--- config.mk ---
export PLATFORM = sky130hd
export DESIGN_NAME = condition_check
export DESIGN_NICKNAME = d
export VERILOG_FILES = /design/src/common/arm_exec_pkg.sv /design/src/logic/condition_check.sv
export VERILOG_INCLUDE_DIRS = /design/src /design/src/common
export SDC_FILE = /design/constraint.sdc
export NUM_CORES = 1
export LEC_CHECK = 0
export ABC_AREA = 1
export BUFFER_PORTS_ARGS = -buffer_cell sky130_fd_sc_hd__buf_2
export CAP_MARGIN = 20
export CELL_PAD_IN_SITES_DETAIL_PLACEMENT = 1
export CELL_PAD_IN_SITES_GLOBAL_PLACEMENT = 1
export CORE_AREA = 2 2 39 41
export DETAILED_ROUTE_END_ITERATION = 12
export DIE_AREA = 0 0 41 43
export PLACE_DENSITY = 0.5
export SETUP_SLACK_MARGIN = 0.4
export SYNTH_ARGS = -nofsm -noshare
export SYNTH_HDL_FRONTEND = slang
export SYNTH_SLANG_ARGS = --single-unit
--- constraint.sdc ---
create_clock -name vclk -period 0.8
set_clock_uncertainty 0.05 [all_clocks]
set_input_delay 0.04 -clock vclk [all_inputs]
set_output_delay 0.04 -clock vclk [all_outputs]
set_load 0.05 [all_outputs]
--- src/common/arm_exec_defines.svh ---
// Shared width and size macros for the execute stage
// Instruction field positions for data, memory and branch formats
`ifndef ARM_EXEC_DEFINES_SVH
`define ARM_EXEC_DEFINES_SVH

// Data path and data memory geometry
`define ARM_WORD_WIDTH 32
`define ARM_DATA_SIZE 256
`define ARM_DATA_ADDR_WIDTH 8

// Fields common to all formats
`define ARM_COND_FIELD 31:28
`define ARM_FORMAT_FIELD 27:26
`define ARM_IMM_BIT 25

// Data processing fields
`define ARM_OPCODE_FIELD 24:21
`define ARM_SET_FLAGS_BIT 20
`define ARM_RN_FIELD 19:16

// Memory fields with the load bit in the S position
`define ARM_LOAD_BIT 20
`define ARM_UP_BIT 23
`define ARM_OFFSET12_FIELD 11:0

// Shifted register operand
`define ARM_SHIFT_AMOUNT_FIELD 11:7
`define ARM_SHIFT_TYPE_FIELD 6:5

// Rotated immediate operand
`define ARM_ROTATE_FIELD 11:8
`define ARM_IMM8_FIELD 7:0

// Branch fields
`define ARM_LINK_BIT 24
`define ARM_BRANCH_OFFSET_FIELD 23:0
`define ARM_BRANCH_OFFSET_WIDTH 24

`endif

--- src/common/arm_exec_pkg.sv ---
// Types shared by the execute stage
// Word, flag record, opcode, condition, shift and format encodings
`default_nettype none

`include "arm_exec_defines.svh"

package arm_exec_pkg;

    typedef logic [`ARM_WORD_WIDTH-1:0] word_t;

    // Subset of the CPSR that the stage keeps
    typedef struct packed {
        logic n;
        logic z;
        logic c;
        logic v;
    } flags_t;

    // ARM data processing encodings, unsupported values fall to default
    typedef enum logic [3:0] {
        OP_EOR = 4'd1,
        OP_SUB = 4'd2,
        OP_ADD = 4'd4,
        OP_TST = 4'd8,
        OP_TEQ = 4'd9,
        OP_CMP = 4'd10,
        OP_ORR = 4'd12,
        OP_MOV = 4'd13,
        OP_BIC = 4'd14,
        OP_MVN = 4'd15
    } opcode_t;

    typedef enum logic [3:0] {
        COND_EQ = 4'd0,
        COND_NE = 4'd1,
        COND_CS = 4'd2,
        COND_CC = 4'd3,
        COND_MI = 4'd4,
        COND_PL = 4'd5,
        COND_VS = 4'd6,
        COND_VC = 4'd7,
        COND_HI = 4'd8,
        COND_LS = 4'd9,
        COND_GE = 4'd10,
        COND_LT = 4'd11,
        COND_GT = 4'd12,
        COND_LE = 4'd13,
        COND_AL = 4'd14
    } cond_t;

    typedef enum logic [1:0] {
        SHIFT_LSL = 2'd0,
        SHIFT_LSR = 2'd1,
        SHIFT_ASR = 2'd2,
        SHIFT_ROR = 2'd3
    } shift_t;

    typedef enum logic [1:0] {
        FMT_DATA   = 2'd0,
        FMT_MEMORY = 2'd1,
        FMT_BRANCH = 2'd2
    } format_t;

endpackage

`default_nettype wire

--- src/logic/condition_check.sv ---
// ARM condition code evaluation against the NZCV flags
`timescale 1ns/1ps
`default_nettype none

module condition_check (
    input  arm_exec_pkg::flags_t flags,
    input  arm_exec_pkg::cond_t  cond,
    output logic                 passes
);

    always_comb begin
        case (cond)
            arm_exec_pkg::COND_EQ: passes = flags.z;
            arm_exec_pkg::COND_NE: passes = ~flags.z;
            arm_exec_pkg::COND_CS: passes = flags.c;
            arm_exec_pkg::COND_CC: passes = ~flags.c;
            arm_exec_pkg::COND_MI: passes = flags.n;
            arm_exec_pkg::COND_PL: passes = ~flags.n;
            arm_exec_pkg::COND_VS: passes = flags.v;
            arm_exec_pkg::COND_VC: passes = ~flags.v;
            arm_exec_pkg::COND_HI: passes = flags.c & ~flags.z;     // Unsigned higher
            arm_exec_pkg::COND_LS: passes = ~flags.c | flags.z;     // Unsigned lower or same
            arm_exec_pkg::COND_GE: passes = (flags.n == flags.v);
            arm_exec_pkg::COND_LT: passes = (flags.n != flags.v);
            arm_exec_pkg::COND_GT: passes = ~flags.z & (flags.n == flags.v);
            arm_exec_pkg::COND_LE: passes = flags.z | (flags.n != flags.v);
            // AL and the reserved code 15
            default: passes = 1'b1;
        endcase
    end

endmodule

`default_nettype wire

After elaboration in Yosys (flattened, before gate mapping)
Cells that the tools add are included.
W data, S select, Z words.
Storage, ports and cells
  input port bits: 8
  output and inout port bits: 1
  word-level logic and storage cells: 25
  latch bits: 0
  bits in registers: 0
  memories kept: 0
  bits in writable memories: 0
  bits in read-only memories: 0
Cells by class
  $add $sub $neg: 0
  $mul: 0
  $lt $le $gt $ge: 0
  reduce and logical (&&, ||, !) cells: 1
  shift-type cells: 0
  divide/modulo/power cells: 0
  equal/unequal tests: 15
  bitwise gates (word level): 8
  muxes and demuxes: 1
Operator list (number)
  $eq A4 B4 Y1 const B: 6
  $eq A4 B3 Y1 const B: 4
  $pmux W1 S14: 1
  $eq A4 B2 Y1 const B: 2
  $eq A4 B1 Y1 const B: 1
  $logic_not A4 Y1: 1
  $not A1 Y1: 4
  $and A1 B1 Y1: 2
  $or A1 B1 Y1: 2
  $eq A1 B1 Y1: 1
  $ne A1 B1 Y1: 1

Logic depth before layout (Yosys ltp)
  word-level depth: 3
  mapped depth: 8
  gate-level depth less buffers: 8

Least setup slack after synthesis
No wires, ideal clock.
  kind: input port to output port
  start: in flags[0] (netlist bit)
  end: out passes
  setup slack: -0.020 ns
  buffers on the path: 0
  data arrival time: 0.730 ns
  required time: 0.710 ns
  cell stages on the path: 6
  path through: inv_1 -> nand2_1 -> nand3_1 -> a21oi_1 -> nor2_1 -> nand2_1
Between the ends
  word-level cells in the longest chain between the ends: 3
  elaborated cells between the ends (all ways): 6
  classes of those cells: eq/ne (2); mux (1); bitwise (3)
RTL lines
  from (decl): line condition_check.sv:6  | input arm_exec_pkg::flags_t flags,
  $ne A1 B1 Y1 / $eq A1 B1 Y1 (equally long branches)
  $or A1 B1 Y1 / $and A1 B1 Y1 (equally long branches): line condition_check.sv:26, condition_check.sv:25
  $pmux W1 S14 (*): line condition_check.sv:12  | case (cond)
  to (decl): line condition_check.sv:8  | output logic passes
Every way passes the cells marked *; elsewhere a longest branch is shown, timed or not.

Final worst setup path
  start: in cond[3]
  end: out passes
Between the ends
  word-level cells in the longest chain between the ends: 2
  elaborated cells between the ends (all ways): 15
  classes of those cells: eq/ne (13); mux (1); reduce/logical (1)
RTL lines
  from (decl): line condition_check.sv:7  | input arm_exec_pkg::cond_t cond,
  $eq A4 B4 Y1 (tied with other cells): line condition_check.sv:12
  $pmux W1 S14 (*): line condition_check.sv:12
Marked as above.

==> metrics.md <==
| Metric | Value |
|---|---|
| Status | finished with violations |
| Violated checks | setup timing |
| DRT iter0 DRCs | 1 |
| I/O Pins | 9 |
| Initial Util | 14.83% |
| Final Hold Vio Count | 0 |
| Critical Path Start Type | primary input |
| Post-Syn Area | 205.2 sq um |
| Area of the core | 0.001384 sq mm |
| Met3 Routed Length | 33 microns |
| Maxcap violations | 0 |
| Setup bufs post-CTS | 0 |
| Slew @ Worst Pin | 0.1542 ns |
| Critical Path Slowest Stage Cell | buf_8 |
| Vias in the first global route | 330 |
| # port buffers | 9 |
| CP Max Fanout | 4 |
| Nets | 74 |
| DR pass1 iterations | 3 |
| GRT Residual Overflow | 0 |
| Tot GR Track Use | 10.59% |
| Ratio of cells with drive above 1 in the final layout | 65.63% |
| DRC Markers | 0 |
| P_leak | 0.2542 nW |
| Most frequent cells in the layout | nand2_1, buf_6, nand2_2 |
| Die Width | 41 microns |
| Peak supply drop | 0.1906 mV |
| Final cycle utilization of the critical path | 111.6% |
| Post-DP HPWL | 615.8 microns |
| Placement Setup Slack | -0.2879 ns |
| Min setup slack post-route | -0.09278 ns |
| Post-DP Area | 327.8 sq um |
| Min-Delay Path Class | primary input to primary output |
| Vias per Instance | 4.450 |
| Post-Route WL | 787 microns |
| Largest net degree at the start of global routing | 8 |
| Initial antenna violation count | 0 |
| CP endpoint kind | primary output |
| Antenna viol nets, final | 0 |
| Met1 wire length | 345 microns |
| Die area | 0.001763 sq mm |
| GPL Wtd Cong | 0.7275 |
| Power Density | 591.3 mW/mm^2 |
| Fmax | 1.120 GHz |
| RSZ-0062 raised after global routing | yes |
| Final setup vio count | 1 |
| Antenna diode count | 0 |
| Row count | 14 |
| Register area share after synthesis | 0% |
| Area grow syn2layout | 143.9% |
| Synthesized netlist cell count | 50 |
| Die Y | 43 microns |
| Reg area | 0 sq um |
| Synth Net Count | 58 |
| Uppermost layer routed | met3 |
| Vias | 356 |
| Crit-path cells | buf_12 > buf_6 > nor2_4 > nand2_2 > nor2_2 > nor2_2 > nand2_2 > buf_8 |
| CP arrival | 0.80 ns |
| Slew Viols, Final | 0 |
| Synth Warn # | 0 |
| Fin area | 500.5 sq um |
| Critical path class | primary input to primary output |
| Max_slew headroom | 89.72% |
| FF+latch count | 0 |
| Final Critical Period | 0.8928 ns |
| Per-cell routed wire length | 9.838 microns |
| First-pass GRT wire length | 1380 microns |
| Most common cell after layout, fill and taps aside | nand2_1 |
| Syn avg cell area | 4.104 sq um |
| # clk buffers | 0 |
| Req. time, crit path | 0.71 ns |
| Post-synth cell types | 7 |
| Largest stage delay, worst path | 0.14 ns |
| Met2 WL post-DR | 409 microns |
[synthesized netlist by cell type]
library cell  count  area, sq um
a21oi_1           4        20.02
inv_1             8        30.03
inv_2             1        3.750
nand2_1          19        71.32
nand2_2           1        6.260
nand3_1           8        40.04
nor2_1            9        33.78
[final timing paths]
path,from,endpoint,slack [ns],depth (start not counted)
hold / removal,cond[1],passes,0.50,6
setup / recovery,cond[3],passes,-0.09,8
[routing by layer]
| metal | up-vias | track usage (%) |
|---|---|---|
| met3 | 0 | 0 |
| li1 | 183 | - |
| met5 | - | 0 |
| met4 | 0 | 0 |
| met1 | 166 | 15.82 |
| met2 | 7 | 17.50 |
[kinds of logic after synthesis]
logic type	count (synthesis)	share of synthesized area (%)
buf+inv	9	16.46
simple gates	37	73.78
compound gates	4	9.756
[cell type report]
cell class / instances / area, sq um
inverter: 9 / 51.30
timing repair buffer: 14 / 175.2
multi-input combinational: 41 / 254.0
tap: 16 / 20.02
fill: 183 / 883.3
[power by group]
part | leakage (nW) | internal, mW | switching, mW
logic | 0.254 | 0.145 | 0.151
registers | 0 | 0 | 0
clock network | 0 | 0 | 0
total | 0.254 | 0.145 | 0.151
[critical path, delay by kind of cell]
kind	cells	cell delay (ns)
simple gates	5	0.39
buf+inv	3	0.37
[what timing repair did]
action / in CTS / in global routing
gates resized for setup: 38 / 14
pin swaps: 13 / 8
hold buffers: 0 / 0
endpoints found under the setup margin: 1 / 1
[per-stage QoR]
step                      utilization [%]  cells   TNS, ns  power (mW)  hold slack [ns]
after global placement              23.69     80   -0.2906      0.1878           0.6529
after floorplan                         -     50         0      0.1057           0.3546
final                               36.17     80  -0.09278      0.2959           0.4991
after detailed placement            23.69     80   -0.2879      0.1883           0.6487
after CTS                           32.91     80  -0.09606      0.2709           0.5091
after global routing                36.17     80   -0.1704      0.3238           0.5389
Note: power is estimated with default switching activity, not from simulation.
