File: config.mk
export PLATFORM = sky130hd
export DESIGN_NAME = dataproc_alu
export DESIGN_NICKNAME = d
export VERILOG_FILES = /design/src/common/arm_exec_pkg.sv /design/src/alu/dataproc_alu.sv
export VERILOG_INCLUDE_DIRS = /design/src /design/src/common
export SDC_FILE = /design/constraint.sdc
export NUM_CORES = 1
export LEC_CHECK = 0
export BUFFER_PORTS_ARGS = -buffer_cell sky130_fd_sc_hd__buf_2
export CORE_ASPECT_RATIO = 1.5
export CORE_MARGIN = 2
export CORE_UTILIZATION = 45
export DETAILED_ROUTE_END_ITERATION = 12
export PLACE_DENSITY = 0.65
export SKIP_LAST_GASP = 1
export SYNTH_ARGS = -nofsm -noshare
export SYNTH_HDL_FRONTEND = slang
export SYNTH_SLANG_ARGS = --single-unit
File: constraint.sdc
create_clock -name vclk -period 14.05
set_input_delay 3.5125 -clock vclk [all_inputs]
set_output_delay 3.5125 -clock vclk [all_outputs]
set_load 0.01 [all_outputs]
File: src/common/arm_exec_defines.svh
// Shared width and size macros for the execute stage
// Instruction field positions for data, memory and branch formats
`ifndef ARM_EXEC_DEFINES_SVH
`define ARM_EXEC_DEFINES_SVH

// Data path and data memory geometry
`define ARM_WORD_WIDTH 32
`define ARM_DATA_SIZE 256
`define ARM_DATA_ADDR_WIDTH 8

// Fields common to all formats
`define ARM_COND_FIELD 31:28
`define ARM_FORMAT_FIELD 27:26
`define ARM_IMM_BIT 25

// Data processing fields
`define ARM_OPCODE_FIELD 24:21
`define ARM_SET_FLAGS_BIT 20
`define ARM_RN_FIELD 19:16

// Memory fields with the load bit in the S position
`define ARM_LOAD_BIT 20
`define ARM_UP_BIT 23
`define ARM_OFFSET12_FIELD 11:0

// Shifted register operand
`define ARM_SHIFT_AMOUNT_FIELD 11:7
`define ARM_SHIFT_TYPE_FIELD 6:5

// Rotated immediate operand
`define ARM_ROTATE_FIELD 11:8
`define ARM_IMM8_FIELD 7:0

// Branch fields
`define ARM_LINK_BIT 24
`define ARM_BRANCH_OFFSET_FIELD 23:0
`define ARM_BRANCH_OFFSET_WIDTH 24

`endif

File: src/common/arm_exec_pkg.sv
// Types shared by the execute stage
// Word, flag record, opcode, condition, shift and format encodings
`default_nettype none

`include "arm_exec_defines.svh"

package arm_exec_pkg;

    typedef logic [`ARM_WORD_WIDTH-1:0] word_t;

    // Subset of the CPSR that the stage keeps
    typedef struct packed {
        logic n;
        logic z;
        logic c;
        logic v;
    } flags_t;

    // ARM data processing encodings, unsupported values fall to default
    typedef enum logic [3:0] {
        OP_EOR = 4'd1,
        OP_SUB = 4'd2,
        OP_ADD = 4'd4,
        OP_TST = 4'd8,
        OP_TEQ = 4'd9,
        OP_CMP = 4'd10,
        OP_ORR = 4'd12,
        OP_MOV = 4'd13,
        OP_BIC = 4'd14,
        OP_MVN = 4'd15
    } opcode_t;

    typedef enum logic [3:0] {
        COND_EQ = 4'd0,
        COND_NE = 4'd1,
        COND_CS = 4'd2,
        COND_CC = 4'd3,
        COND_MI = 4'd4,
        COND_PL = 4'd5,
        COND_VS = 4'd6,
        COND_VC = 4'd7,
        COND_HI = 4'd8,
        COND_LS = 4'd9,
        COND_GE = 4'd10,
        COND_LT = 4'd11,
        COND_GT = 4'd12,
        COND_LE = 4'd13,
        COND_AL = 4'd14
    } cond_t;

    typedef enum logic [1:0] {
        SHIFT_LSL = 2'd0,
        SHIFT_LSR = 2'd1,
        SHIFT_ASR = 2'd2,
        SHIFT_ROR = 2'd3
    } shift_t;

    typedef enum logic [1:0] {
        FMT_DATA   = 2'd0,
        FMT_MEMORY = 2'd1,
        FMT_BRANCH = 2'd2
    } format_t;

endpackage

`default_nettype wire

File: src/alu/dataproc_alu.sv
// Data processing ALU
// Ten ARM operations, Rd write-back decision and new NZCV flags
`timescale 1ns/1ps
`default_nettype none

`include "arm_exec_defines.svh"

module dataproc_alu (
    input  arm_exec_pkg::opcode_t opcode,
    input  arm_exec_pkg::word_t   rn_value,
    input  arm_exec_pkg::word_t   operand2,
    input  arm_exec_pkg::flags_t  flags_in,
    output arm_exec_pkg::word_t   result,
    output logic                  writes_rd,
    output arm_exec_pkg::flags_t  flags_out
);

    localparam int W = `ARM_WORD_WIDTH;

    logic [W:0] sum;
    logic [W:0] diff;
    logic       add_overflow;
    logic       sub_overflow;
    logic       carry;
    logic       overflow;
    logic       supported;

    assign sum  = {1'b0, rn_value} + {1'b0, operand2};
    assign diff = {1'b0, rn_value} - {1'b0, operand2};

    // Signed overflow from operand and result sign bits
    assign add_overflow = (rn_value[W-1] == operand2[W-1]) && (sum[W-1] != rn_value[W-1]);
    assign sub_overflow = (rn_value[W-1] != operand2[W-1]) && (diff[W-1] != rn_value[W-1]);

    always_comb begin
        result    = rn_value;
        writes_rd = 1'b1;
        carry     = 1'b0;   // Logical ops clear C and V
        overflow  = 1'b0;
        supported = 1'b1;
        case (opcode)
            arm_exec_pkg::OP_EOR: result = rn_value ^ operand2;
            arm_exec_pkg::OP_SUB: begin
                result   = diff[W-1:0];
                carry    = ~diff[W];    // No borrow, Rn >= op2
                overflow = sub_overflow;
            end
            arm_exec_pkg::OP_ADD: begin
                result   = sum[W-1:0];
                carry    = sum[W];
                overflow = add_overflow;
            end
            arm_exec_pkg::OP_TST: begin
                result    = rn_value & operand2;
                writes_rd = 1'b0;
            end
            arm_exec_pkg::OP_TEQ: begin
                result    = rn_value ^ operand2;
                writes_rd = 1'b0;
            end
            arm_exec_pkg::OP_CMP: begin
                result    = diff[W-1:0];
                writes_rd = 1'b0;
                carry     = ~diff[W];
                overflow  = sub_overflow;
            end
            arm_exec_pkg::OP_ORR: result = rn_value | operand2;
            arm_exec_pkg::OP_MOV: result = operand2;
            arm_exec_pkg::OP_BIC: result = rn_value & ~operand2;
            arm_exec_pkg::OP_MVN: result = ~operand2;
            default: begin
                writes_rd = 1'b0;
                supported = 1'b0;
            end
        endcase
    end

    always_comb begin
        if (supported) begin
            flags_out.n = result[W-1];
            flags_out.z = (result == '0);
            flags_out.c = carry;
            flags_out.v = overflow;
        end else begin
            flags_out = flags_in;   // Unknown opcode leaves flags alone
        end
    end

endmodule

`default_nettype wire

# [Word level (Yosys, flattened, before mapping)]
# Index checks and enable logic that the tools add are counted.
# Widths: inputs -> output; s select.
[op_classes] n_bitwise=6 eq_ne=14 n_addsub=2 reduce_logical=7 muxes=6
[op_table] op="$pmux 32 s8" count=1
[op_table] op="$and 32x32->32" count=2
[op_table] op="$add 32x32->33" count=1
[op_table] op="$sub 32x32->33" count=1
[op_table] op="$logic_not 32->1" count=1
[op_table] op="$not 32->32" count=1
[op_table] op="$or 32x32->32" count=1
[op_table] op="$xor 32x32->32" count=1
[op_table] op="$eq 4x4->1 const B" count=7
[op_table] op="$reduce_or 10->1" count=1
[op_table] op="$reduce_or 7->1" count=1
[op_table] op="$eq 4x1->1 const B" count=1
[op_table] op="$eq 4x2->1 const B" count=1
[op_table] op="$eq 4x3->1 const B" count=1
[op_table] op="$mux 4" count=1
[op_table] op="$pmux 1 s2" count=2
[op_table] op="$reduce_or 2->1" count=2
[op_table] op="$ne 1x1->1" count=3
[op_table] op="$logic_and 1x1->1" count=2
[op_table] op="$mux 1" count=2
[op_table] op="$eq 1x1->1" count=1
[op_table] op="$not 1->1" count=1
[word_totals] register_bits=0 elab_cells=35 in_bits=72 output_inout_bits=37

# [Logic depth before layout (Yosys ltp)]
[depth] depth_word=5 depth_mapped=15 depth_no_buf=15

# [Worst setup path after synthesis]
# No wires, ideal clock.
[synth_timing] path_type="input port to output port" from="input rn_value[0]" to="output flags_out[2] in the netlist's numbering" t_required_ns=10.538 n_path_buf=0 t_arrival_ns=6.468 path_slack_ns=4.070 stages=14 path_cell_list="ha_1 inv_1 fa_1 nand2b_1 a211oi_1 o21ai_1 a211oi_2 o21ai_1 a31oi_2 mux2_1 a211oi_1 a2111oi_2 and4_1 a22o_1"
[synth_rtl] element="start: declaration" line_no="dataproc_alu.sv:10" rtl="input arm_exec_pkg::word_t rn_value,"
[synth_rtl] element="end: declaration" line_no="dataproc_alu.sv:15" rtl="output arm_exec_pkg::flags_t flags_out"

==> impl_results.md <==
* FMAX at 87.7 MHz
* CP startpoint: opcode[1]
* Most frequent cells in the layout: buf_2 (109), ha_1 (103), a21oi_1 (102)
* Hold Crit Depth at 3
* Largest net degree at the start of global routing at 46
* Routed len/inst at 24.6 um
* Final period util at 0.811
* Slowest cell on the critical path: or3b_1
* Worst IR drop on VDD at 19.7 uV
* Syn Area/Cell at 6.62 um2
* Met2 wire length at 15.7 mm
* CP startpoint kind: input pin
* Largest family of logic cells by synthesized area: compound AO/OA/AOI/OAI gates
* Synthesis-to-layout area growth at 7.59%
* Die Y at 161 um
* Mux cell area share after synthesis at 0.0145
* Switch share at 0.656
* Post-Synth XOR/XNOR Area at 0.0366
* Worst path required time at 10.54 ns
* Setup total negative slack at 0 ns
* M1 WL at 12.1 mm
* # Post-CTS Setup Buffers at 0
* Cell taking the most area after synthesis: ha_1
* Crit path largest cell delay at 0.62 ns
* Commonest non-fill, non-tap cell in the layout: buf_2
* Slew Viols, Final at 0
* Pwr dens at 45.9 nW/um2
* Grt total ovfl at 0
* Worst Tran Pin Value at 1.22 ns
* Cell Chain, Critical Path: buf_2 -> buf_4 -> or3b_1 -> buf_4 -> o22ai_1 -> a211oi_1 -> o31ai_1 -> or4_1 -> or3_1 -> nor4_1 -> nand3b_1 -> nor3_1 -> and4_1 -> a22o_1 -> buf_2
* Post-CTS Hold Fix Bufs at 0
* Reg power frac at 0
* Status: finished clean
* Synthesized Nets at 1,296
* Vias in the first global route at 9,146
* FFs & Latches at 0
* Placed cell areas at 7980 um2
* Post-synthesis adder-cell area fraction at 0.179
* Top cells by area, synth: ha_1 (17%), a21oi_1 (6.9%), inv_1 (4.9%)
* Utilization after layout at 0.493
* N_diodes at 0
* Non-filler instance count after layout at 1,375
* CP endpoint: flags_out[2]
* # DRC at 0
* Row count at 57
* Yosys top cell area share at 0.174
* Distinct cells, synth at 100
* Via density at 6.96
* Clk pwr share at 0
* IO Port Bufs at 109
* Initial antenna violation count at 0
* Post-cts sizing count at 0
* Uppermost layer routed: met4
* Initial DRC count at 931
* Setup violations, final at 0
* First drt pass iteration count at 6
* RD Place Congestion at 1.06
* Critical setup path kind: in2out
* Net count, final at 1,348
* RSZ-0062 raised after global routing: false
* Post-synthesis compound-gate area fraction at 0.409
* Sequential area share after synthesis at 0
* Hold Path Class: in2out
* Simple-gate share of the synthesized area at 0.254
* Switching Power at 0.000240 W
* Routed WL at 33.8 mm
* Worst Path Max Fanout at 35
* Max_slew headroom at 0.187
* Comb pwr share at 1.000
* Mapped Area at 7410 um2
* First-pass GRT wire length at 51.2 mm
* Starting density of the core at 0.458
* DR WL met3 at 2.66 mm
* Clock buf count at 0
* DR vias at 9,570
* Pleak at 3.50 nW
* Min cycle time layout at 11.40 ns
* Final Hold Viols at 0
* Layout cells sized above 1 at 0.152
* Max Cap Violations at 0
* Detail Route Antenna Nets at 0
* Core area at 16,200 um2
* Setup crit end kind: primary output
* Placed cell count at 1,375
* Die extent in x at 109 um
* Post-Synthesis Cells at 1,119
* Synth warn at 0
* HPWL after DPL at 26.1 mm
* P_int at 0.000126 W
* CP arrival at 7.88 ns
* Sequential cell area at 0 um2
* GRT Util Overall at 0.375
* Top Ports at 109
* Die Area at 17,500 um2
* Design Area, Final at 7980 um2
## final cells by class
type                       count  area, um2
timing repair buffer         128        688
tap                          206        258
inverter                     103        387
fill                        1761       8210
multi-input combinational    938       6640
## critical path: cells and delay by family
family          cells  cell delay [ns]
buf+inv             4             1.20
compound gates      4             0.57
simple gates        7             2.55
## stage by stage
stage	setup WS (ns)	total power, W	hold WS, ns
5_1_grt	2.48	0.000390	7.33
2_1_floorplan	4.07	0.000237	7.15
3_5_place_dp	2.79	0.000353	7.31
4_1_cts	2.77	0.000355	7.31
6_report	2.65	0.000366	7.31
3_3_place_gp	2.88	0.000354	7.31
## layer usage
metal / up-vias / GRT usage
li1: 4283 / -
met1: 4456 / 0.423
met2: 617 / 0.633
met3: 214 / 0.0379
met4: 0 / 0.288
met5: - / 0
## Yosys cell counts, types with 17 or more instances
master	count
nor2_1	95
nand3_1	27
nor2b_1	18
inv_1	97
xnor2_1	23
buf_2	38
o211ai_1	18
nor3_1	26
a211oi_1	17
nor4_1	17
o22ai_1	24
nand2_1	74
clkbuf_1	26
ha_1	103
o21ai_0	64
a21oi_1	102
## kinds of logic (layout without fill, tap and decap cells)
kind of cell             after synthesis  count (layout)
AND/OR/NAND/NOR                      360             360
adder cells (fa/ha/maj)              105             105
multiplexers                           9               9
AO/OA/AOI/OAI                        433             433
buffers and inverters                181             231
XOR/XNOR                              31              31
## worst min path at each step
stage                 from      endpoint  slack (ns)
3_3_place_gp   flags_in[0]  flags_out[0]        7.31
2_1_floorplan  flags_in[0]  flags_out[0]        7.15
6_report       flags_in[0]  flags_out[0]        7.31
5_1_grt        flags_in[0]  flags_out[0]        7.33
4_1_cts        flags_in[0]  flags_out[0]        7.31
3_5_place_dp   flags_in[0]  flags_out[0]        7.31
## power by group through the flow
stage | Clock, W | Combinational [W] | Sequential (W)
finish | 0 | 0.000366 | 0
global route | 0 | 0.000390 | 0
CTS | 0 | 0.000355 | 0
detailed placement | 0 | 0.000353 | 0
global placement | 0 | 0.000354 | 0
floorplan | 0 | 0.000237 | 0
No activity file was read; power rests on OpenSTA's default activity.
