**src/common/arm_exec_defines.svh**
```systemverilog
// Shared width and size macros for the execute stage
// Instruction field positions for data, memory and branch formats
`ifndef ARM_EXEC_DEFINES_SVH
`define ARM_EXEC_DEFINES_SVH

// Data path and data memory geometry
`define ARM_WORD_WIDTH 32
`define ARM_DATA_SIZE 256
`define ARM_DATA_ADDR_WIDTH 8

// Fields common to all formats
`define ARM_COND_FIELD 31:28
`define ARM_FORMAT_FIELD 27:26
`define ARM_IMM_BIT 25

// Data processing fields
`define ARM_OPCODE_FIELD 24:21
`define ARM_SET_FLAGS_BIT 20
`define ARM_RN_FIELD 19:16

// Memory fields with the load bit in the S position
`define ARM_LOAD_BIT 20
`define ARM_UP_BIT 23
`define ARM_OFFSET12_FIELD 11:0

// Shifted register operand
`define ARM_SHIFT_AMOUNT_FIELD 11:7
`define ARM_SHIFT_TYPE_FIELD 6:5

// Rotated immediate operand
`define ARM_ROTATE_FIELD 11:8
`define ARM_IMM8_FIELD 7:0

// Branch fields
`define ARM_LINK_BIT 24
`define ARM_BRANCH_OFFSET_FIELD 23:0
`define ARM_BRANCH_OFFSET_WIDTH 24

`endif

```
**src/common/arm_exec_pkg.sv**
```systemverilog
// Types shared by the execute stage
// Word, flag record, opcode, condition, shift and format encodings
`default_nettype none

`include "arm_exec_defines.svh"

package arm_exec_pkg;

    typedef logic [`ARM_WORD_WIDTH-1:0] word_t;

    // Subset of the CPSR that the stage keeps
    typedef struct packed {
        logic n;
        logic z;
        logic c;
        logic v;
    } flags_t;

    // ARM data processing encodings, unsupported values fall to default
    typedef enum logic [3:0] {
        OP_EOR = 4'd1,
        OP_SUB = 4'd2,
        OP_ADD = 4'd4,
        OP_TST = 4'd8,
        OP_TEQ = 4'd9,
        OP_CMP = 4'd10,
        OP_ORR = 4'd12,
        OP_MOV = 4'd13,
        OP_BIC = 4'd14,
        OP_MVN = 4'd15
    } opcode_t;

    typedef enum logic [3:0] {
        COND_EQ = 4'd0,
        COND_NE = 4'd1,
        COND_CS = 4'd2,
        COND_CC = 4'd3,
        COND_MI = 4'd4,
        COND_PL = 4'd5,
        COND_VS = 4'd6,
        COND_VC = 4'd7,
        COND_HI = 4'd8,
        COND_LS = 4'd9,
        COND_GE = 4'd10,
        COND_LT = 4'd11,
        COND_GT = 4'd12,
        COND_LE = 4'd13,
        COND_AL = 4'd14
    } cond_t;

    typedef enum logic [1:0] {
        SHIFT_LSL = 2'd0,
        SHIFT_LSR = 2'd1,
        SHIFT_ASR = 2'd2,
        SHIFT_ROR = 2'd3
    } shift_t;

    typedef enum logic [1:0] {
        FMT_DATA   = 2'd0,
        FMT_MEMORY = 2'd1,
        FMT_BRANCH = 2'd2
    } format_t;

endpackage

`default_nettype wire

```
**src/alu/operand_shifter.sv**
```systemverilog
// Barrel shifter for operand 2 and the memory offset
// Rotated immediate, shifted Rm, 12-bit offset with up/down sign
`timescale 1ns/1ps
`default_nettype none

`include "arm_exec_defines.svh"

module operand_shifter (
    input  arm_exec_pkg::word_t inst,
    input  arm_exec_pkg::word_t rm_value,
    input  logic                is_memory,
    output arm_exec_pkg::word_t operand
);

    // Rotate through a doubled word, so an amount of zero is a no-op
    function automatic arm_exec_pkg::word_t rotate_right(
        input arm_exec_pkg::word_t value,
        input logic [4:0]          amount
    );
        logic [2*`ARM_WORD_WIDTH-1:0] doubled;
        doubled = {value, value} >> amount;
        return doubled[`ARM_WORD_WIDTH-1:0];
    endfunction

    logic [4:0]           shift_amount;
    arm_exec_pkg::shift_t shift_type;
    arm_exec_pkg::word_t  shifted_rm;
    arm_exec_pkg::word_t  rotated_imm;
    arm_exec_pkg::word_t  offset;

    assign shift_amount = inst[`ARM_SHIFT_AMOUNT_FIELD];
    assign shift_type   = arm_exec_pkg::shift_t'(inst[`ARM_SHIFT_TYPE_FIELD]);

    always_comb begin
        case (shift_type)
            arm_exec_pkg::SHIFT_LSL: shifted_rm = rm_value << shift_amount;
            arm_exec_pkg::SHIFT_LSR: shifted_rm = rm_value >> shift_amount;
            arm_exec_pkg::SHIFT_ASR:
                shifted_rm = arm_exec_pkg::word_t'($signed(rm_value) >>> shift_amount);
            default: shifted_rm = rotate_right(rm_value, shift_amount); // ROR
        endcase
    end

    // 8-bit immediate rotated right by twice the rotate field
    assign rotated_imm = rotate_right({{(`ARM_WORD_WIDTH-8){1'b0}}, inst[`ARM_IMM8_FIELD]},
                                      {inst[`ARM_ROTATE_FIELD], 1'b0});

    // Memory: bit 25 clear selects the 12-bit immediate
    assign offset = inst[`ARM_IMM_BIT] ? shifted_rm
                                       : {{(`ARM_WORD_WIDTH-12){1'b0}}, inst[`ARM_OFFSET12_FIELD]};

    always_comb begin
        if (is_memory) begin
            operand = inst[`ARM_UP_BIT] ? offset : -offset; // Down means subtract from Rn
        end else begin
            operand = inst[`ARM_IMM_BIT] ? rotated_imm : shifted_rm;
        end
    end

endmodule

`default_nettype wire

```
**config.mk**
```make
export PLATFORM = sky130hd
export DESIGN_NAME = operand_shifter
export DESIGN_NICKNAME = d
export VERILOG_FILES = /design/src/common/arm_exec_pkg.sv /design/src/alu/operand_shifter.sv
export VERILOG_INCLUDE_DIRS = /design/src /design/src/common
export SDC_FILE = /design/constraint.sdc
export NUM_CORES = 1
export LEC_CHECK = 0
export BUFFER_PORTS_ARGS = -buffer_cell sky130_fd_sc_hd__buf_2
export CAP_MARGIN = 20
export CORE_MARGIN = 2
export CORE_UTILIZATION = 57
export DETAILED_ROUTE_END_ITERATION = 10
export MAX_ROUTING_LAYER = met4
export PLACE_DENSITY = 0.87
export SYNTH_ARGS = -nofsm -noshare
export SYNTH_HDL_FRONTEND = slang
export SYNTH_SLANG_ARGS = --single-unit
```
**constraint.sdc**
```tcl
create_clock -name vclk -period 6.9
set_input_delay 1.035 -clock vclk [all_inputs]
set_output_delay 1.035 -clock vclk [all_outputs]
set_load 0.02 [all_outputs]
```
# Yosys cells after proc, flatten, opt, wreduce, memory -nomap -nowiden
# Index checks and enable logic that the tools add are counted.
# Widths: inputs -> output; s select.
[word_totals]
register_bits = 0
latch_bits = 0
ram_bits = 0
rom_bits = 0
input_bits = 65
output_inout_bits = 32
wordCells = 14
mem_count = 0
[classes]
add_sub_neg = 1
multipliers = 0
div_mod_pow = 0
magnitude_cmp = 0
n_eq_ne = 2
shifts = 5
n_mux = 5
n_bitwise = 0
reduce_logical = 1
[ops]
columns = ["cell", "count"]
rows = [
  ["$mux 32", 4],
  ["$pmux 32 s3", 1],
  ["$shr 64x5->32", 1],
  ["$shr 40x5->32", 1],
  ["$neg 32->32", 1],
  ["$shl 32x5->32", 1],
  ["$shr 32x5->32", 1],
  ["$sshr 32x5->32", 1],
  ["$eq 2x1->1 const B", 1],
  ["$eq 2x2->1 const B", 1],
  ["$logic_not 2->1", 1],
]

# Longest topological paths before layout
# Gate-level depths: netlist of run 1.
[logic_depth]
word_depth = 6
depth_mapped = 17
mapped_depth_nobuf = 12

# Worst setup path after synthesis of run 1
# Ideal clock, no wire load.
[synth_path]
kind = "input port to output port"
startpoint = "in inst[7]"
endpoint = "out operand[31]"
arrival_time_ns = 4.884
required_ns = 5.865
path_slack_ns = 0.981
cell_stages = 17
path_buffers = 6
cell_sequence = "buf_6 -> buf_6 -> buf_6 -> buf_4 -> buf_6 -> buf_2 -> mux4_2 -> mux2i_1 -> o2bb2a_1 -> o211ai_1 -> a211oi_1 -> or2_2 -> nor4_1 -> a31oi_1 -> xor2_1 -> a21oi_1 -> a211oi_1"
[synth_via]
elab_chain_len = 6
elab_cells_between_ends = 11
classes_between = "1 x add/sub; 5 x shift; 5 x mux"
[synth_rtl]
columns = ["item", "line_no", "rtl"]
rows = [
  ["start, declared", "operand_shifter.sv:9", "input arm_exec_pkg::word_t inst,"],
  ["$shr 64x5->32 (tied with other cells)", "operand_shifter.sv:21", "doubled = {value, value} >> amount;"],
  ["$pmux 32 s3", "operand_shifter.sv:35", "case (shift_type)"],
  ["$mux 32", "operand_shifter.sv:49", "assign offset = inst[`ARM_IMM_BIT] ? shifted_rm"],
  ["$neg 32->32", "operand_shifter.sv:54", "operand = inst[`ARM_UP_BIT] ? offset : -offset;"],
  ["$mux 32", "operand_shifter.sv:54", ""],
  ["$mux 32 (*)", "operand_shifter.sv:53", "if (is_memory) begin"],
  ["end, declared", "operand_shifter.sv:12", "output arm_exec_pkg::word_t operand"],
]
# Mark *: on every way between the ends. The rest lies on a longest branch, timed or not.

# Final worst setup path of run 1
[layout_path]
startpoint = "in inst[7]"
endpoint = "out operand[29]"
# The elaborated chain is that of the path after synthesis.

==> flow_summary.ini, run 1 <==
[yosys]
ys_types = 85
seq_area_frac_synth_pct = 0
netlist_instances = 1134
syn-num-nets = 1200
avgSynthCellArea_um2 = 7.34
synth_top_cell_by_area = mux4_2
netlist_top_cells_area = mux4_2 (21%), mux2i_1 (11%), nand2_1 (5.2%), nor2_1 (4.9%), a21oi_1 (4.2%)
synth_area_mm2 = 0.00832
yosysWarnings = 0
synth_top_area_share_pct = 20.8

[cells_and_area]
fillerInstances = 1363
instances_no_fill = 1332
syn_to_final_growth_pct = 7.02
final_nets = 1214
layout-drive-gt1-share_pct = 24.7
register_area_um2 = 0
design.seq.count = 0
fin_area_mm2 = 0.00891
layout_common_cells = nand2_1 (116), nor2_1 (109), mux2i_1 (93)
multi_input_area_mm2 = 0.00764
clkbuf_count = 0
final_common_cell = nand2_1

[critical_path]
required_ps = 5860
crit_path_end_kind = primary output
path_max_fanout = 74
start_kind = input pin
crit_arrival_ps = 5700
crit_type = input pin to primary output

[sta]
fmax_mhz = 149
min_period_over_period_pct = 97.6
hold_viol_final = 0
setup_viol = 0
slew_viol_final = 0
fin_crit_ps = 6730
tightest_slew_ps = 1170
worst_slack_ps = 167
relSlewSlack_pct = 21.8

[floorplan]
rows = 44
start_util_pct = 57.7
dieArea_mm2 = 0.0156
ios = 97
die_w_um = 125
core_mm2 = 0.0144
die_height_um = 125

[routing]
vias_per_cell = 8.30
dr.pass1.iters = 9
wire_per_inst_um = 30.2
finalWirelength_um = 40300
vias = 11100
ant_nets = 0
drcViolationCount = 0
drt_iter0_markers = 2557

[global_route]
grt_pass1_vias = 9776
grt_pass1_wl_um = 60100
overflow = 0
antenna_found_initial = 2
grt_max_degree = 75
track_usage_pct = 50.8

[job]
max-cap-violations = 0

[placement]
placed_cell_area_mm2 = 0.00889
dp_cells = 1329
routabilityCongestion = 1.18
dpl.hpwl_um = 30400
io_buffers = 79
place_ws_ps = 403

[hold_path]
hold_path.class = input pin to primary output

[outcome]
status = completed

[clock_network]
postCtsHoldBufs = 0
-- logic make-up (layout without fill, tap and decap cells) --
| family | count (synthesis) | count (layout) | synth area share, % |
|---|---|---|---|
| adders and majority gates | 1 | 1 | 0.150 |
| other | 0 | 2 | 0 |
| xor gates and xnor gates | 11 | 11 | 1.16 |
| and+or+nand+nor | 404 | 404 | 23.2 |
| muxes | 204 | 204 | 36.7 |
| AOI/OAI and AO/OA | 365 | 365 | 30.5 |
| buffers and inverters | 149 | 161 | 8.25 |
-- final cells by class --
class                      instances  area share, %
inverter                          12          0.506
tap                              184           2.58
multi-input combinational        985           85.7
antenna                            2         0.0562
timing repair buffer             149           11.1
-- worst max-delay path: stages --
cell	delay [ps]
buf_8	510
buf_4	310
mux2i_1	360
or3_1	340
o211ai_1	290
o31ai_1	590
buf_4	230
a31oi_1	130
nor3_2	490
o2111ai_1	220
buf_4	220
a21oi_1	270
mux2_2	390
nand3b_1	100
buf_2	170
-- repair_timing --
item | CTS | global route
gates resized for setup | 0 | 2
buffers inserted | 0 | 0
hold endpoints to repair | 0 | 0
setup endpoints to repair | 0 | 3
-- metal layers --
| layer | wire length (um) | share of wire (%) | up-vias | global-route usage, % |
|---|---|---|---|---|
| li1 | - | - | 4480 | - |
| met1 | 13800 | 34 | 5006 | 66.6 |
| met2 | 15800 | 39 | 1251 | 70.7 |
| met3 | 7580 | 19 | 315 | 18.3 |
| met4 | 3080 | 7.6 | 0 | 21.7 |
| met5 | 0 | 0 | - | - |
-- cells in the mapped netlist, drive strengths merged, types with 5 or more instances --
library cell,instances
o22ai,19
mux2i,93
mux2,34
a2bb2oi,7
a311oi,7
nand4,8
clkbuf,79
a211oi,20
nor2b,13
a21oi,71
a31oi,28
o31a,5
nor2,110
xor2,6
mux4,77
a22oi,15
nand2,116
nand2b,19
and2,11
and3,10
a2111oi,5
xnor2,5
buf,58
o221ai,8
o211ai,18
nor4,10
nand3,27
o32ai,6
a21o,7
or2,9
a211o,10
inv,8
or3,10
nor3,44
nand3b,5
a221o,8
o21ai,64
o31ai,11
o2111ai,5
-- worst paths after layout --
check	start	end	slack, ps	cells past startpoint
setup / recovery	inst[7]	operand[29]	170	15
hold / removal	inst[0]	operand[0]	2670	5
-- stage by stage --
step | TNS (ps) | hold slack, ps | util, %
finish | 0 | 2670 | 61.8
global route | -16.5 | 2730 | 61.8
CTS | 0 | 2670 | 61.6
detailed placement | 0 | 2670 | 61.6
global placement | 0 | 2650 | 61.6
floorplan | 0 | 2400 | -
==> run 2, diff against run 1 <==
ABC_AREA = 1   (was unset)
PLACE_DENSITY = 0.88   (was 0.87)
==> run 2 against run 1 <==
Effect of this change: global-route usage shrank 6.0 points; worst hold slack got worse by 36 ps; area after synthesis fell by 17%; utilization is 2.4 points lower; synthesized cell count up 25%.
==> flow_summary.ini, run 2 <==
[outcome]
status = completed

[routing]
drcViolationCount = 0
finalWirelength_um = 28800
route.met3.wl_um = 3910
wire_per_inst_um = 18.5
wl_met1_um = 11200
vias = 10100
top_layer = met4
met2WireLength_um = 12100
dr.pass1.iters = 9
ant_nets = 0
vias_per_cell = 6.44
drt_iter0_markers = 1474

[floorplan]
core_mm2 = 0.0120
rows = 40
dieArea_mm2 = 0.0131
ios = 97
die_height_um = 114
start_util_pct = 58.0
die_w_um = 114

[placement]
routabilityCongestion = 1.08
dpl.hpwl_um = 22300
placed_cell_area_mm2 = 0.00710
io_buffers = 79
place_ws_ps = 1240

[sta]
slew_viol_final = 0
setup_viol = 0
rsz0062_at_grt = false
relSlewSlack_pct = 34.3
fmax_mhz = 174
min_period_over_period_pct = 83.4
tightest_slew_ps = 984
hold_viol_final = 0
fin_crit_ps = 5750
worst_slack_ps = 1150
whs_ps = 2640
finalSetupTns_ps = 0

[critical_path]
crit_type = input pin to primary output
crit_arrival_ps = 4720
required_ps = 5860
path_max_fanout = 36
crit_path_end_kind = primary output
start_kind = input pin

[global_route]
grt_pass1_wl_um = 45400
antenna_found_initial = 0
grt_max_degree = 76
overflow = 0
grt_pass1_vias = 8758
track_usage_pct = 44.8

[clock_network]
cts-resized-gates = 0
postCtsHoldBufs = 0
cts_setup_buffers = 0

[yosys]
synth.most_common_cell = nand2_1
netlist_top_cells_area = nand2_1 (28%), nand3_1 (28%), nand3_2 (4.8%), o21ai_0 (4.1%), nor2_1 (3.3%)
synth_common_cells = nand2_1 (525), nand3_1 (386), nor2_1 (61)
syn-num-nets = 1483
yosysWarnings = 0
ys_types = 46
seq_area_frac_synth_pct = 0
synth_top_area_share_pct = 28.4
avgSynthCellArea_um2 = 4.90
synth_area_mm2 = 0.00694
netlist_instances = 1417
synth_top_cell_by_area = nand2_1

[hold_path]
hold_path_depth = 5
min_from = inst[23]
worstHoldEndpoint = operand[3]
hold_path.class = input pin to primary output

[cells_and_area]
register_area_um2 = 0
final_nets = 1482
final_common_cell = nand2_1
layout_common_cells = nand2_1 (525), nand3_1 (386), buf_2 (79)
clkbuf_count = 0
layout-drive-gt1-share_pct = 14.5
syn_to_final_growth_pct = 2.38
fillerInstances = 1331
design.seq.count = 0
antenna_cells = 0
fin_area_mm2 = 0.00710

[power_and_ir_drop]
power_density_mw_per_mm2 = 98.3
ir_drop_uv = 75.4
leakagePower_nw = 3.81

[job]
max-cap-violations = 0
## run 2: cell types whose count changed after synthesis, moves of 35 or more
cell,change
nor3_1,-39
mux2i_1,-93
nor2_1,-48
mux4_2,-77
nand2_1,+409
a21oi_1,-35
clkbuf_1,-54
nand3_1,+359
inv_1,+39
## run 2: power breakdown
group | leakage [nW] | total, W | internal (W) | switching (W)
sequential | 0 | 0 | 0 | 0
clock | 0 | 0 | 0 | 0
combinational | 3.81 | 0.000698 | 0.000204 | 0.000494
## run 2: per-stage QoR
stage          util, %  total power (W)  cells
5_1_grt           59.4         0.000763   1561
2_1_floorplan        -         0.000503   1417
6_report          59.4         0.000698   1561
4_1_cts           59.4         0.000672   1561
3_5_place_dp      59.4         0.000669   1561
3_3_place_gp      59.4         0.000659   1561
## run 2: how the worst max path moves through the flow
stage / start / endpoint / slack [ps]
floorplan: inst[7] / operand[8] / 2420
global placement: inst[7] / operand[30] / 1330
detailed placement: inst[7] / operand[18] / 1240
CTS: inst[7] / operand[18] / 1240
global route: inst[7] / operand[30] / 780
finish: inst[7] / operand[18] / 1150
## run 2: worst max-delay path, cell delays in order
cell	delay, ps
buf_2	580
inv_8	310
nand2_1	250
nand3_1	130
nand3_1	170
nand2_1	90
nand2_1	60
nand2_1	80
nand2_1	60
nand2_1	60
nand2_1	60
nand3_2	120
o21ai_4	220
ha_1	210
inv_1	50
nor2_1	130
nand2_2	100
nor2_4	160
nand2_2	70
nand2_2	180
nand2_1	100
nand2_1	80
nand3_1	70
and2_1	150
buf_2	150
## run 2: area by class of cell
cell class                 instances  area [um^2]  area share [%]
timing repair buffer              93          513            7.22
tap                              147          184            2.59
multi-input combinational       1259         6170            86.8
inverter                          62          240            3.38
## run 2: per-layer routing
metal | vias to the layer above | track usage (%)
li1 | 4763 | -
met1 | 4427 | 59.5
met2 | 742 | 66.9
met3 | 126 | 6.51
met4 | 0 | 21.2
met5 | - | -
## run 2: kinds of logic after synthesis
logic type / Yosys count / share of synthesized area (%)
AND/OR/NAND/NOR: 1106 / 75.7
buffers and inverters: 158 / 11.1
AO/OA/AOI/OAI: 142 / 11.7
XOR/XNOR: 9 / 1.14
multiplexers: 1 / 0.162
adder cells (fa/ha/maj): 1 / 0.180
No activity file was read; power rests on OpenSTA's default activity.
